--- config.mk ---
export PLATFORM = sky130hd
export DESIGN_NAME = memReqDecoder_flat
export DESIGN_NICKNAME = d
export VERILOG_FILES = /design/src/rtl/memBusPkg.sv /design/src/rtl/memReqIf.sv /design/src/rtl/memReqDecoder.sv /design/src/flat_wrapper.sv
export VERILOG_INCLUDE_DIRS = /design/src /design/src/rtl
export SDC_FILE = /design/constraint.sdc
export NUM_CORES = 1
export LEC_CHECK = 0
export BUFFER_PORTS_ARGS = -buffer_cell sky130_fd_sc_hd__buf_2
export CORE_AREA = 2 2 39 41
export DETAILED_ROUTE_END_ITERATION = 16
export DIE_AREA = 0 0 41 43
export GPL_ROUTABILITY_DRIVEN = 1
export PLACE_DENSITY_LB_ADDON = 0.1
export SLEW_MARGIN = 5
export SYNTH_ARGS = -nofsm -noshare
export SYNTH_HDL_FRONTEND = slang
export SYNTH_SLANG_ARGS = --single-unit
--- constraint.sdc ---
create_clock -name vclk -period 1.1
set_input_delay 0.11 -clock vclk [all_inputs]
set_output_delay 0.11 -clock vclk [all_outputs]
set_load 0.005 [all_outputs]
--- src/rtl/memBus_defines.svh ---
`ifndef MEM_BUS_DEFINES_SVH
`define MEM_BUS_DEFINES_SVH

// Bus widths
`define ADDR_W 16
`define DATA_W 16

// UART register map
`define UART_DATA_ADDR 16'hBF00
`define UART_STAT_ADDR 16'hBF01

// Request buffer depth, power of two
`define FIFO_DEPTH 4

// System clocks per controller step, power of two
`define STEP_DIV 4

`endif

--- src/rtl/memBusPkg.sv ---
`include "memBus_defines.svh"

package memBusPkg;

	typedef enum logic [2:0] {
		RamRead,
		RamWrite,
		UartRead,
		UartWrite,
		UartStat
	} memOp_e;

	// Controller sequencing, one state per bus step
	typedef enum logic [4:0] {
		Idle,
		RamRd1, RamRd2, RamRd3,
		RamWr1, RamWr2, RamWr3,
		UartRd1, UartRd2, UartRd3,
		UartWr1, UartWr2, UartWr3, UartWr4, UartWr5,
		StatRd,
		Respond
	} ctrlState_e;

	typedef struct packed {
		memOp_e op;
		logic [`ADDR_W-1:0] addr;
		logic [`DATA_W-1:0] wdata;
	} memReq_t;

endpackage

--- src/rtl/memReqIf.sv ---
`timescale 1ns/100ps

// Decoded request channel with valid/ready handshake
interface memReqIf;

	memBusPkg::memReq_t req;
	logic valid;
	logic ready;

	modport source (
		output req,
		output valid,
		input  ready
	);

	modport sink (
		input  req,
		input  valid,
		output ready
	);

endinterface

--- src/rtl/memReqDecoder.sv ---
`timescale 1ns/100ps
`include "memBus_defines.svh"

module memReqDecoder (
	input  logic clk,
	input  logic rst,

	input  logic reqValid,
	output logic reqReady,
	input  logic [`ADDR_W-1:0] reqAddr,
	input  logic [`DATA_W-1:0] reqWdata,
	input  logic reqRd,
	input  logic reqWr,

	memReqIf.source out
);

	logic noFlag;
	memBusPkg::memOp_e op;

	assign noFlag = !reqRd && !reqWr;

	//////////////////////////////////////////////////
	// Target decode
	//////////////////////////////////////////////////

	// Write wins when both flags are set
	always_comb begin
		if (reqWr) begin
			if (reqAddr == `UART_DATA_ADDR)
				op = memBusPkg::UartWrite;
			else
				op = memBusPkg::RamWrite;
		end else if (reqAddr == `UART_DATA_ADDR) begin
			op = memBusPkg::UartRead;
		end else if (reqAddr == `UART_STAT_ADDR) begin
			op = memBusPkg::UartStat;
		end else begin
			op = memBusPkg::RamRead;
		end
	end

	assign out.req.op    = op;
	assign out.req.addr  = reqAddr;
	assign out.req.wdata = reqWdata;

	// Flagless requests are acknowledged but never issued
	assign out.valid = reqValid && !noFlag;
	assign reqReady  = out.ready;

endmodule

--- src/flat_wrapper.sv ---
// flat-port wrapper written by rule: the top's interface ports become plain ports
module memReqDecoder_flat 
  (clk, rst, reqValid, reqReady, reqAddr, reqWdata, reqRd, reqWr, out_req, out_valid, out_ready);
  memReqIf out_i ();
  input  logic clk;
  input  logic rst;
  input  logic reqValid;
  output logic reqReady;
  input  logic [`ADDR_W-1:0] reqAddr;
  input  logic [`DATA_W-1:0] reqWdata;
  input  logic reqRd;
  input  logic reqWr;
  output wire logic [$bits(out_i.req)-1:0] out_req;
  output wire logic [$bits(out_i.valid)-1:0] out_valid;
  input wire logic [$bits(out_i.ready)-1:0] out_ready;
  assign out_req = out_i.req;
  assign out_valid = out_i.valid;
  assign out_i.ready = out_ready;
  memReqDecoder u_core (.clk(clk), .rst(rst), .reqValid(reqValid), .reqReady(reqReady), .reqAddr(reqAddr), .reqWdata(reqWdata), .reqRd(reqRd), .reqWr(reqWr), .out(out_i));
endmodule
Yosys cells after proc, flatten, opt, wreduce, memory -nomap -nowiden
Cells that the tools add are included.
W data, S select, Z words.
{ "word_totals": {"ff_bits": 0, "input_bits": 38} }
{ "classes": {"eq_ne": 2, "mux": 4, "reduce_logical": 5} }
{ "ops": {"columns": ["operator", "n"], "rows": [
  ["$eq A16 B16 Y1 const B", 2],
  ["$mux W3", 3],
  ["$logic_not A1 Y1", 3],
  ["$logic_and A1 B1 Y1", 2],
  ["$mux W2", 1]
]} }

Depth between registers and ports, before layout
{ "depth": {"word_depth": 4, "depth_mapped": 3} }

Worst setup path before layout
No wires, ideal clock.
{ "synth_timing": {"path_kind": "input port to output port", "from": "input port reqAddr[4]", "to": "output port out_req[34]", "arrival_time_ns": 0.704, "required_time_ns": 0.990, "path_slack_ns": 0.286, "cell_stages": 3, "n_path_buf": 0, "path_cell_list": "nor4b_2 > nand4_1 > nor3b_2"} }
{ "synth_via": {"elab_chain_cells": 4} }
{ "synth_lines": {"columns": ["item", "line_no", "text"], "rows": [
  ["start: declaration", "flat_wrapper.sv:9", "input logic [`ADDR_W-1:0] reqAddr;"],
  ["$eq A16 B16 Y1 (no source line)", null, null],
  ["$mux W3", "memReqDecoder.sv:36", "end else if (reqAddr == `UART_STAT_ADDR) begin"],
  ["$mux W3 *", "memReqDecoder.sv:34", "end else if (reqAddr == `UART_DATA_ADDR) begin"],
  ["$mux W3 *", "memReqDecoder.sv:29", "if (reqWr) begin"],
  ["end: declaration", "flat_wrapper.sv:13", "output wire logic [$bits(out_i.req)-1:0] out_req;"]
]} }
Mark *: on every way between the ends. The rest lies on a longest branch, timed or not.

Final worst setup path
{ "layout_timing": {"from": "input port reqAddr[7]", "to": "output port out_req[34]"} }
Same word-level chain as after synthesis.

==> impl_results.md <==
- Outcome: finished, final reports clean
- Area leader, netlist: buf_4
- Storage element area: 0 um2
- Max Cap Viol: 0
- Vias: between 200 and 300
- Worst EP arrival: between 0.9 and 1 ns
- Post-Route M1 WL: 171 um
- Layout cells sized above 1: 89.4%
- Mapped Nets: 80
- Antenna-violating nets left: 0
- Die Ht: about 43 um
- Synthesized instance count: 42
- Site Rows: 14
- Rel. slew slack: around 88%
- Slowest-stage cell, CP: nor4b_4
- Routed wl met2: 350 um
- Internal power: between 0.06 and 0.07 mW
- DR vias/cell: just over 4
- Routability Congestion: a little under 0.6
- Top Ports: 75
- Placed Area: 290 um2
- # hold bufs at CTS: 0
- CP required: 0.99 ns
- Die area: between 1500 and 2000 um2
- Library cell with the highest instance count after synthesis: buf_4
- Antenna diodes: 0
- Ranking of synthesized cells by area: buf_4 (77%), nor4b_2 (4.5%), nor3b_2 (3.8%)
- Hold Crit Class: input port to output port
- Critical path launch point type: input port
- GR Overflow Total: 0
- Die Width: 41 um
- Clock power share: 0%
- Largest net degree at the start of global routing: 4
- Iteration-0 DRC Markers: 0
- Area delta synth->final: 1.89%
- Switch Pwr: approximately 0.04 mW
- CP bufs+invs: 2
- Fmax: between 0.9 and 1 GHz
- RSZ-0062 raised after global routing: yes
- Initial antenna violation count: 0
- Vias in the first global route: about 170
- Sw Ratio: a little under two fifths
- Crit path kind: input port to output port
- NumNets Final: 87
- Final Core Density: between 20 and 25%
- Largest stage delay on the critical path: ~0.25 ns
- Crit. End Element: output port
- First-pass GRT wire length: approximately 750 um
- 1st-pass router iterations: 1
- Core ar.: 1380 um2
- Postcts setup bufs: 0
- Synth warnings: 0
- Avg WL per Cell: 11.4 um
- Tmin final: approximately 1.1 ns
- Worst-margin pin slew: roughly 0.18 ns
- Final wirelength: roughly 700 um
- Final hold violations: 0
- Final period utilization: a little over nine tenths
- P per Cell Area: 309 nW/um2
- CP max FO: 2
- Post-Syn Area: about 330 um2
- Initial core utilization: about a quarter
- Final setup vio count: 0
- Residual DRC: 0
- Area share of the largest cell type after synthesis: approximately 77%
- FF+latch count: 0
- Clock buffers: 0
- Slew Viols, Final: 0
- Static Leak: 0.194 nW
- Reg power frac: 0%
- Combinational Power Share: 100.0%
- Top delay family on crit path: simple AND/OR/NAND/NOR gates
- Worst VDD drop: roughly 56 uV
- IO Port Bufs: 39
- Mean Syn Cell Area: between 7 and 8 um2
- GRT Total Usage: under 10%
- Highest Signal Layer: met3
- CP cell instances: buf_6, nor4b_4, nand4_1, nor3b_2, buf_2
- DR WL met3: 195 um
- Netlist cell types: 9
- Final instance area: between 300 and 400 um2
- Post-synthesis sequential area ratio: 0%
[per-layer routing]
layer | up-vias | GRT usage, %
met1 | 101 | 3.80
met4 | 0 | 0
met2 | 40 | 10.9
met5 | - | 0
met3 | 0 | 4.71
li1 | 113 | -
[layout make-up]
type                            instances  area (um2)
Timing Repair Buffer                   39         224
Multi-Input combinational cell          8        92.6
Tap cell                               16        20.0
Fill cell                             151        1050
[power by group through the flow]
| stage | clock network, mW | logic, mW | registers [mW] |
|---|---|---|---|
| 6_report | 0 | 0.104 | 0 |
| 3_3_place_gp | 0 | 0.0890 | 0 |
| 3_5_place_dp | 0 | 0.0877 | 0 |
| 5_1_grt | 0 | 0.113 | 0 |
| 2_1_floorplan | 0 | 0.108 | 0 |
| 4_1_cts | 0 | 0.0879 | 0 |
[layout by cell type, fill, tap and decap left out]
master,n
and4_1,1
nor3b_2,1
o21a_1,1
buf_8,1
nand4_1,1
nor2_1,1
nor4b_4,1
buf_6,3
buf_2,35
and3b_1,1
nor4_4,1
[path summary, 6_finish.rpt]
path                          end  cells past startpoint         start  slack (ns)
worst min-delay path  out_req[13]                      0  reqWdata[13]        0.22
worst max-delay path  out_req[34]                      5    reqAddr[7]        0.05
[metrics by stage]
step	setup WS (ns)	std cells	power, mW	hold WS [ns]	setup TNS (ns)
final	0.0453	63	0.104	0.220	0
after CTS	0.0119	63	0.0879	0.220	0
after global placement	0.00263	63	0.0890	0.220	0
after detailed placement	-0.00860	63	0.0877	0.220	-0.00860
after global routing	-0.0190	63	0.113	0.220	-0.0190
after floorplan	0.286	42	0.108	0.244	0
[what timing repair did]
action / 4_1_cts / 5_1_grt
setup endpoints to repair: 1 / 1
pin swaps: 2 / 4
gates resized for setup: 0 / 7
[cell families (layout without fill, tap and decap cells)]
group,Yosys count,count (layout),synth area share [%]
simple gates,7,7,20.5
buf+inv,34,39,77.3
compound gates,1,1,2.27
Note: power is estimated with default switching activity, not from simulation.
