==> config.mk <==
export PLATFORM = sky130hd
export DESIGN_NAME = memReqFifo_flat
export DESIGN_NICKNAME = d
export VERILOG_FILES = /design/src/rtl/memBusPkg.sv /design/src/rtl/memReqIf.sv /design/src/rtl/memReqFifo.sv /design/src/flat_wrapper.sv
export VERILOG_INCLUDE_DIRS = /design/src /design/src/rtl
export SDC_FILE = /design/constraint.sdc
export NUM_CORES = 1
export LEC_CHECK = 0
export CORE_MARGIN = 1.5
export CORE_UTILIZATION = 40
export DETAILED_ROUTE_END_ITERATION = 10
export DONT_BUFFER_PORTS = 1
export PLACE_DENSITY = 0.53
export SLEW_MARGIN = 20
export SYNTH_ARGS = -nofsm -noshare
export SYNTH_HDL_FRONTEND = slang
export SYNTH_SLANG_ARGS = --single-unit
==> constraint.sdc <==
create_clock -name clk -period 3.7 [get_ports clk]
set_input_delay 0.555 -clock clk [delete_from_list [all_inputs] [get_ports clk]]
set_output_delay 0.555 -clock clk [all_outputs]
set_load 0.02 [all_outputs]
==> src/rtl/memBus_defines.svh <==
`ifndef MEM_BUS_DEFINES_SVH
`define MEM_BUS_DEFINES_SVH

// Bus widths
`define ADDR_W 16
`define DATA_W 16

// UART register map
`define UART_DATA_ADDR 16'hBF00
`define UART_STAT_ADDR 16'hBF01

// Request buffer depth, power of two
`define FIFO_DEPTH 4

// System clocks per controller step, power of two
`define STEP_DIV 4

`endif

==> src/rtl/memBusPkg.sv <==
`include "memBus_defines.svh"

package memBusPkg;

	typedef enum logic [2:0] {
		RamRead,
		RamWrite,
		UartRead,
		UartWrite,
		UartStat
	} memOp_e;

	// Controller sequencing, one state per bus step
	typedef enum logic [4:0] {
		Idle,
		RamRd1, RamRd2, RamRd3,
		RamWr1, RamWr2, RamWr3,
		UartRd1, UartRd2, UartRd3,
		UartWr1, UartWr2, UartWr3, UartWr4, UartWr5,
		StatRd,
		Respond
	} ctrlState_e;

	typedef struct packed {
		memOp_e op;
		logic [`ADDR_W-1:0] addr;
		logic [`DATA_W-1:0] wdata;
	} memReq_t;

endpackage

==> src/rtl/memReqIf.sv <==
`timescale 1ns/100ps

// Decoded request channel with valid/ready handshake
interface memReqIf;

	memBusPkg::memReq_t req;
	logic valid;
	logic ready;

	modport source (
		output req,
		output valid,
		input  ready
	);

	modport sink (
		input  req,
		input  valid,
		output ready
	);

endinterface

==> src/rtl/memReqFifo.sv <==
`timescale 1ns/100ps
`include "memBus_defines.svh"

module memReqFifo (
	input  logic clk,
	input  logic rst,

	memReqIf.sink   in,
	memReqIf.source out
);

	localparam int PtrW = $clog2(`FIFO_DEPTH);

	memBusPkg::memReq_t mem [`FIFO_DEPTH];

	// Extra top bit tells a full buffer from an empty one
	logic [PtrW:0] wrPtr;
	logic [PtrW:0] rdPtr;

	logic full;
	logic empty;
	logic push;
	logic pop;

	assign empty = (wrPtr == rdPtr);
	assign full  = (wrPtr[PtrW] != rdPtr[PtrW]) &&
	               (wrPtr[PtrW-1:0] == rdPtr[PtrW-1:0]);

	assign in.ready  = !full;
	assign out.valid = !empty;
	assign out.req   = mem[rdPtr[PtrW-1:0]];

	assign push = in.valid && !full;
	assign pop  = out.valid && out.ready;

	//////////////////////////////////////////////////
	// Pointers
	//////////////////////////////////////////////////

	always_ff @(posedge clk or negedge rst) begin
		if (!rst) begin
			wrPtr <= '0;
			rdPtr <= '0;
		end else begin
			if (push)
				wrPtr <= wrPtr + 1'b1;
			if (pop)
				rdPtr <= rdPtr + 1'b1;
		end
	end

	//////////////////////////////////////////////////
	// Storage
	//////////////////////////////////////////////////

	always_ff @(posedge clk) begin
		if (push)
			mem[wrPtr[PtrW-1:0]] <= in.req;
	end

endmodule

==> src/flat_wrapper.sv <==
// flat-port wrapper written by rule: the top's interface ports become plain ports
module memReqFifo_flat 
  (clk, rst, in_req, in_valid, in_ready, out_req, out_valid, out_ready);
  memReqIf in_i ();
  memReqIf out_i ();
  input  logic clk;
  input  logic rst;
  input wire logic [$bits(in_i.req)-1:0] in_req;
  input wire logic [$bits(in_i.valid)-1:0] in_valid;
  output wire logic [$bits(in_i.ready)-1:0] in_ready;
  output wire logic [$bits(out_i.req)-1:0] out_req;
  output wire logic [$bits(out_i.valid)-1:0] out_valid;
  input wire logic [$bits(out_i.ready)-1:0] out_ready;
  assign in_i.req = in_req;
  assign in_i.valid = in_valid;
  assign in_ready = in_i.ready;
  assign out_req = out_i.req;
  assign out_valid = out_i.valid;
  assign out_i.ready = out_ready;
  memReqFifo u_core (.clk(clk), .rst(rst), .in(in_i), .out(out_i));
endmodule
### After elaboration in Yosys (flattened, before gate mapping)

Memories as Yosys holds them, arrays and structs flattened.
Index checks and enable logic that the tools add are counted.

* reductions and logical operators: 5
* equal/unequal tests: 3
* add/subtract/negate cells: 2
* mux-type cells: 2

Operators by type and width (number)
* adder 3 x 1 -> 3 bit (second input constant): 2
* equality test 3 bit: 1
* logical AND 1 bit: 3
* equality test 2 bit: 1
* logical NOT 1 bit: 2
* two-way mux 1 bit: 2
* != test 1 bit: 1

* bits in writable memories: 140
* logic and storage cells: 15
* memories: 1
* flip-flop bits (word level): 6
* input port bits: 39
* output and inout port bits: 37

Memory list
* u_core.mem: depth 4, width 35, rd ports 1, clocked after Yosys merged registers in 0, wr ports 1, line memReqFifo.sv:14 `` memBusPkg::memReq_t mem [`FIFO_DEPTH]; ``

### Longest topological paths before layout

* depth after elaboration: 6
* depth in mapped cells: 5
* depth with buffers taken out: 5

### Least setup slack after synthesis

No wires, ideal clock.

* path kind: register to register
* start: register u_core.wrPtr[0]
* end: memory u_core.mem[3][0] (netlist bit) (enable)
* required time: 3.290 ns
* period minus slack after synthesis: 2.281 ns
* buffers on the path: 0
* setup slack: 1.419 ns
* stages on the path, launching flop included: 3
* arrival time: 1.871 ns
* setup time: 0.410 ns
* path through: dfrtp_1 xnor2_2 a31oi_2

* cells in the longest elaborated chain, start to end: 6

RTL lines
* start, declared: line memReqFifo.sv:17 `logic [PtrW:0] wrPtr;`
* start signal, assigned: line memReqFifo.sv:46 `wrPtr <= wrPtr + 1'b1;`
* equality test 2 bit: line memReqFifo.sv:27 `(wrPtr[PtrW-1:0] == rdPtr[PtrW-1:0]);`
* logical AND 1 bit: line memReqFifo.sv:26 `assign full = (wrPtr[PtrW] != rdPtr[PtrW]) &&`
* logical NOT 1 bit: line memReqFifo.sv:33 `assign push = in.valid && !full;`
* logical AND 1 bit: line memReqFifo.sv:33
* two-way mux 1 bit: line memReqFifo.sv:57 `if (push)`
* two-way mux 1 bit (implied by the code): line memReqFifo.sv:58 `mem[wrPtr[PtrW-1:0]] <= in.req;`
* end, declared: line memReqFifo.sv:14

Several ways; a longest one is shown, not always the timed one.

### Worst setup path in the final report

* start: register u_core.rdPtr[0]
* end: output port out_req[12]

* cells in the longest elaborated chain, start to end: 1

RTL lines
* start, declared: line memReqFifo.sv:18 `logic [PtrW:0] rdPtr;`
* start signal, assigned: line memReqFifo.sv:48 `rdPtr <= rdPtr + 1'b1;`
* memory (4 x 35 bit)
* end, declared: line flat_wrapper.sv:11 `output wire logic [$bits(out_i.req)-1:0] out_req;`

Every way passes these cells.

==> metrics.md <==
| Metric | Value |
|---|---|
| Primary FF master, synth | `edfxtp_1` |
| Pwr/cell area | `872 nW/um2` |
| Hold path depth | `0` |
| H-tree depth | `4` |
| Clock transition at the registers of the reported paths | `around 0.060 ns` |
| Synthesis-to-layout area growth | `14.2%` |
| Final WL | `9.52 mm` |
| Yosys top cell by area | `edfxtp_1` |
| Max Clock Skew | `0.00526 ns` |
| Top cells by count, synth | `edfxtp_1 (140), mux4_2 (35), dfrtp_1 (6)` |
| DRT iter0 DRCs | `between 150 and 200` |
| Number of global-route vias before repair | `between 2000 and 2500` |
| Nets | `293` |
| Residual DRC count | `0` |
| Critical path class | `reg2out` |
| Gr usage total | `14.8%` |
| Mapped Area | `5540 um2` |
| Share of cells above drive strength 1 | `between 20% and 30%` |
| Setup crit start kind | `flip-flop` |
| CTS Buffer Depth | `2` |
| Lkg Pwr | `slightly above 2 nW` |
| Later-pin clock latency in the skew report | `0.41 ns` |
| Setup slack, reg-to-reg | `1.33 ns` |
| Dpl cell area | `a little under 6000 um2` |
| Hpwl dp | `5.58 mm` |
| Finished Layout Cells | `438` |
| Post-synth cell types | `24` |
| Synth Area in Simple Gates | `1.08%` |
| Worst Hold Launch | `in_req[24]` |
| CTS resizes | `0` |
| DR vias | `2279` |
| Die width | `121 um` |
| Core area | `~13000 um2` |
| Num rows | `42` |
| Count leader, synth | `edfxtp_1` |
| Status | `complete, no violations` |
| Final Hold Vio Count | `0` |
| First-pass GRT wire length | `about 15 mm` |
| #FFs+latches synth | `146` |
| Max incr delay on CP | `0.69 ns` |
| Hold slack | `0.233 ns` |
| Post-synth EDFFs | `140` |
| Synth Area in Compound Gates | `1.72%` |
| Peak supply drop | `around 0.00037 V` |
| Crit path DAT | `approximately 2.2 ns` |
| CP endpoint kind | `output port` |
| Crit path max-delay cell type | `mux4_2` |
| Largest family of logic cells by synthesized area | `multiplexers` |
| Die area | `between 10000 and 15000 um2` |
| Mean post-synth cell area | `24.0 um2` |
| Pwr Total | `5.52 mW` |
| CP Max Fanout | `38` |
| CTS Hold Bufs | `1` |
| Post-CTS setup buffers | `0` |
| ANT cells | `0` |
| Final Max Slew Viols | `0` |
| Starting Density | `around two fifths` |
| Root Driver | `clkbuf_16` |
| Reg-to-reg endpoint | `u_core.mem[1][20]` |
| Largest net degree at the start of global routing | `40` |
| First drt pass iteration count | `4` |
| IO buf count | `0` |
| Gate Count Post-Synth | `231` |
| CTS tree | `built` |
| Worst hold-check path type | `in2reg` |
| Path depth of the worst reg2reg path | `4` |
| Relative slew slack | `47.0%` |
| Period utilisation layout | `73.0%` |
| Maximum clock frequency | `370 MHz` |
| Post-synthesis mux area share | `14.2%` |
| Final worst slack | `1.00 ns` |
| Routability cong. | `0.667` |
| Top cell type's share of synthesized area | `75.9%` |
| RSZ-0062 raised after global routing | `no` |
| Vias/cell | `roughly 5.2` |
| Post-Synth Adder-Cell Area | `1.13%` |
| I/O pin total | `76` |
| TritonCTS buffer count | `17` |
| Antenna Nets Post-Route | `0` |
| Placed cell count | `405` |
| Part of the Yosys area used for sequential elements | `78.6%` |
| Clk sinks | `146` |
| Fraction of registers with async set or reset after synthesis | `between 4 and 5%` |
| Grt ovf | `0` |
| Fraction of synthesized cell area in xor and xnor cells | `1.67%` |
| Syn_nets | `275` |
| Minimum clock period | `around 2.7 ns` |
| Final TNS setup | `0 ns` |
| End of the worst hold path | `u_core.mem[0][24]` |
| Routed length per instance | `21.7 um` |
| Setup WS pre-CTS | `1.28 ns` |
| Core Util, Final | `47.2%` |
| Synth area leaders | `edfxtp_1 (76%), mux4_2 (14%), dfrtp_1 (2.7%)` |
| Tightest Pin Transition | `0.795 ns` |
| Filler cell count | `around 1100` |
| Final setup violating endpoints | `0` |
| Yosys warns | `0` |
| Initial antenna violation count | `0` |
| Worst-path cell chain | `buf_4 -> mux4_2` |
| FF-to-FF Start | `u_core.wrPtr[0]` |
| Max_cap viols | `0` |
| Die Y | `121 um` |
| Worst path required time | `around 3.1 ns` |
| Final instance area | `6330 um2` |
worst max-delay path by stage:
stage | endpoint | cells after the start | start
finish | out_req[12] | 2 | u_core.rdPtr[0]
global route | out_req[12] | 2 | u_core.rdPtr[0]
CTS | out_req[30] | 2 | u_core.rdPtr[0]
detailed placement | u_core.mem[1][22] | 4 | u_core.wrPtr[0]
global placement | u_core.mem[0][22] | 4 | u_core.wrPtr[0]
floorplan | u_core.mem[3][0] | 2 | u_core.wrPtr[0]
sequential cells by signal (all words and copies together), names as in the netlist:
register      flops
u_core.wrPtr      3
u_core.mem      140
u_core.rdPtr      3
kinds of logic (layout without fill, tap and decap cells):
group / after synthesis / after routing
flip-flops: 146 / 146
multiplexers: 35 / 35
AO/OA/AOI/OAI: 13 / 13
buffers and inverters: 13 / 44
AND/OR/NAND/NOR: 11 / 11
XOR/XNOR: 8 / 8
adder cells (fa/ha/maj): 5 / 5
metal layers:
metal / part of all wire [%] / track usage [%] / wire [um]
met1: 42 / 18.3 / 4030
met2: 48 / 22.3 / 4620
met3: 6.8 / 6.75 / 651
met4: 2.3 / 7.13 / 215
met5: 0 / 0 / 0
final cells by class:
cell class                      instances  area [um2]  share of cell area [%]
Sequential cell                       146        4360                    68.9
Inverter                                5        18.8                   0.297
Clock inverter                         13         119                    1.88
Tap cell                              176         220                    3.48
Timing Repair Buffer                    7        67.6                    1.07
Clock buffer                           19         433                    6.84
Multi-Input combinational cell         72        1110                    17.6
layout by cell type (no fill, tap or decap), drive strengths merged:
cell type	Yosys	layout
xor2	4	4
edfxtp	140	140
a21o	1	1
buf	7	6
xnor2	4	4
clkinvlp	0	2
a31oi	4	4
and2	4	4
nor2	1	1
nand3	3	3
a21oi	4	4
clkbuf	1	19
ha	5	5
nand2	1	1
o31ai	2	2
mux4	35	35
dlygate4sd3	0	1
clkinv	0	9
bufinv	0	2
inv	5	5
nand2b	2	2
a211oi	2	2
dfrtp	6	6
power breakdown:
part / switching, mW / internal [mW] / leakage, nW
Combinational: 1.06 / 0.564 / 0.397
Sequential: 0.106 / 2.21 / 1.35
Clock: 0.610 / 0.976 / 0.266
worst max-delay path: cells and delay by family (launching register included):
family                 cells  cell delay (ns)
buffers and inverters      1             0.65
flip-flops                 1             0.38
multiplexers               1             0.69
Note: power is estimated with default switching activity, not from simulation.
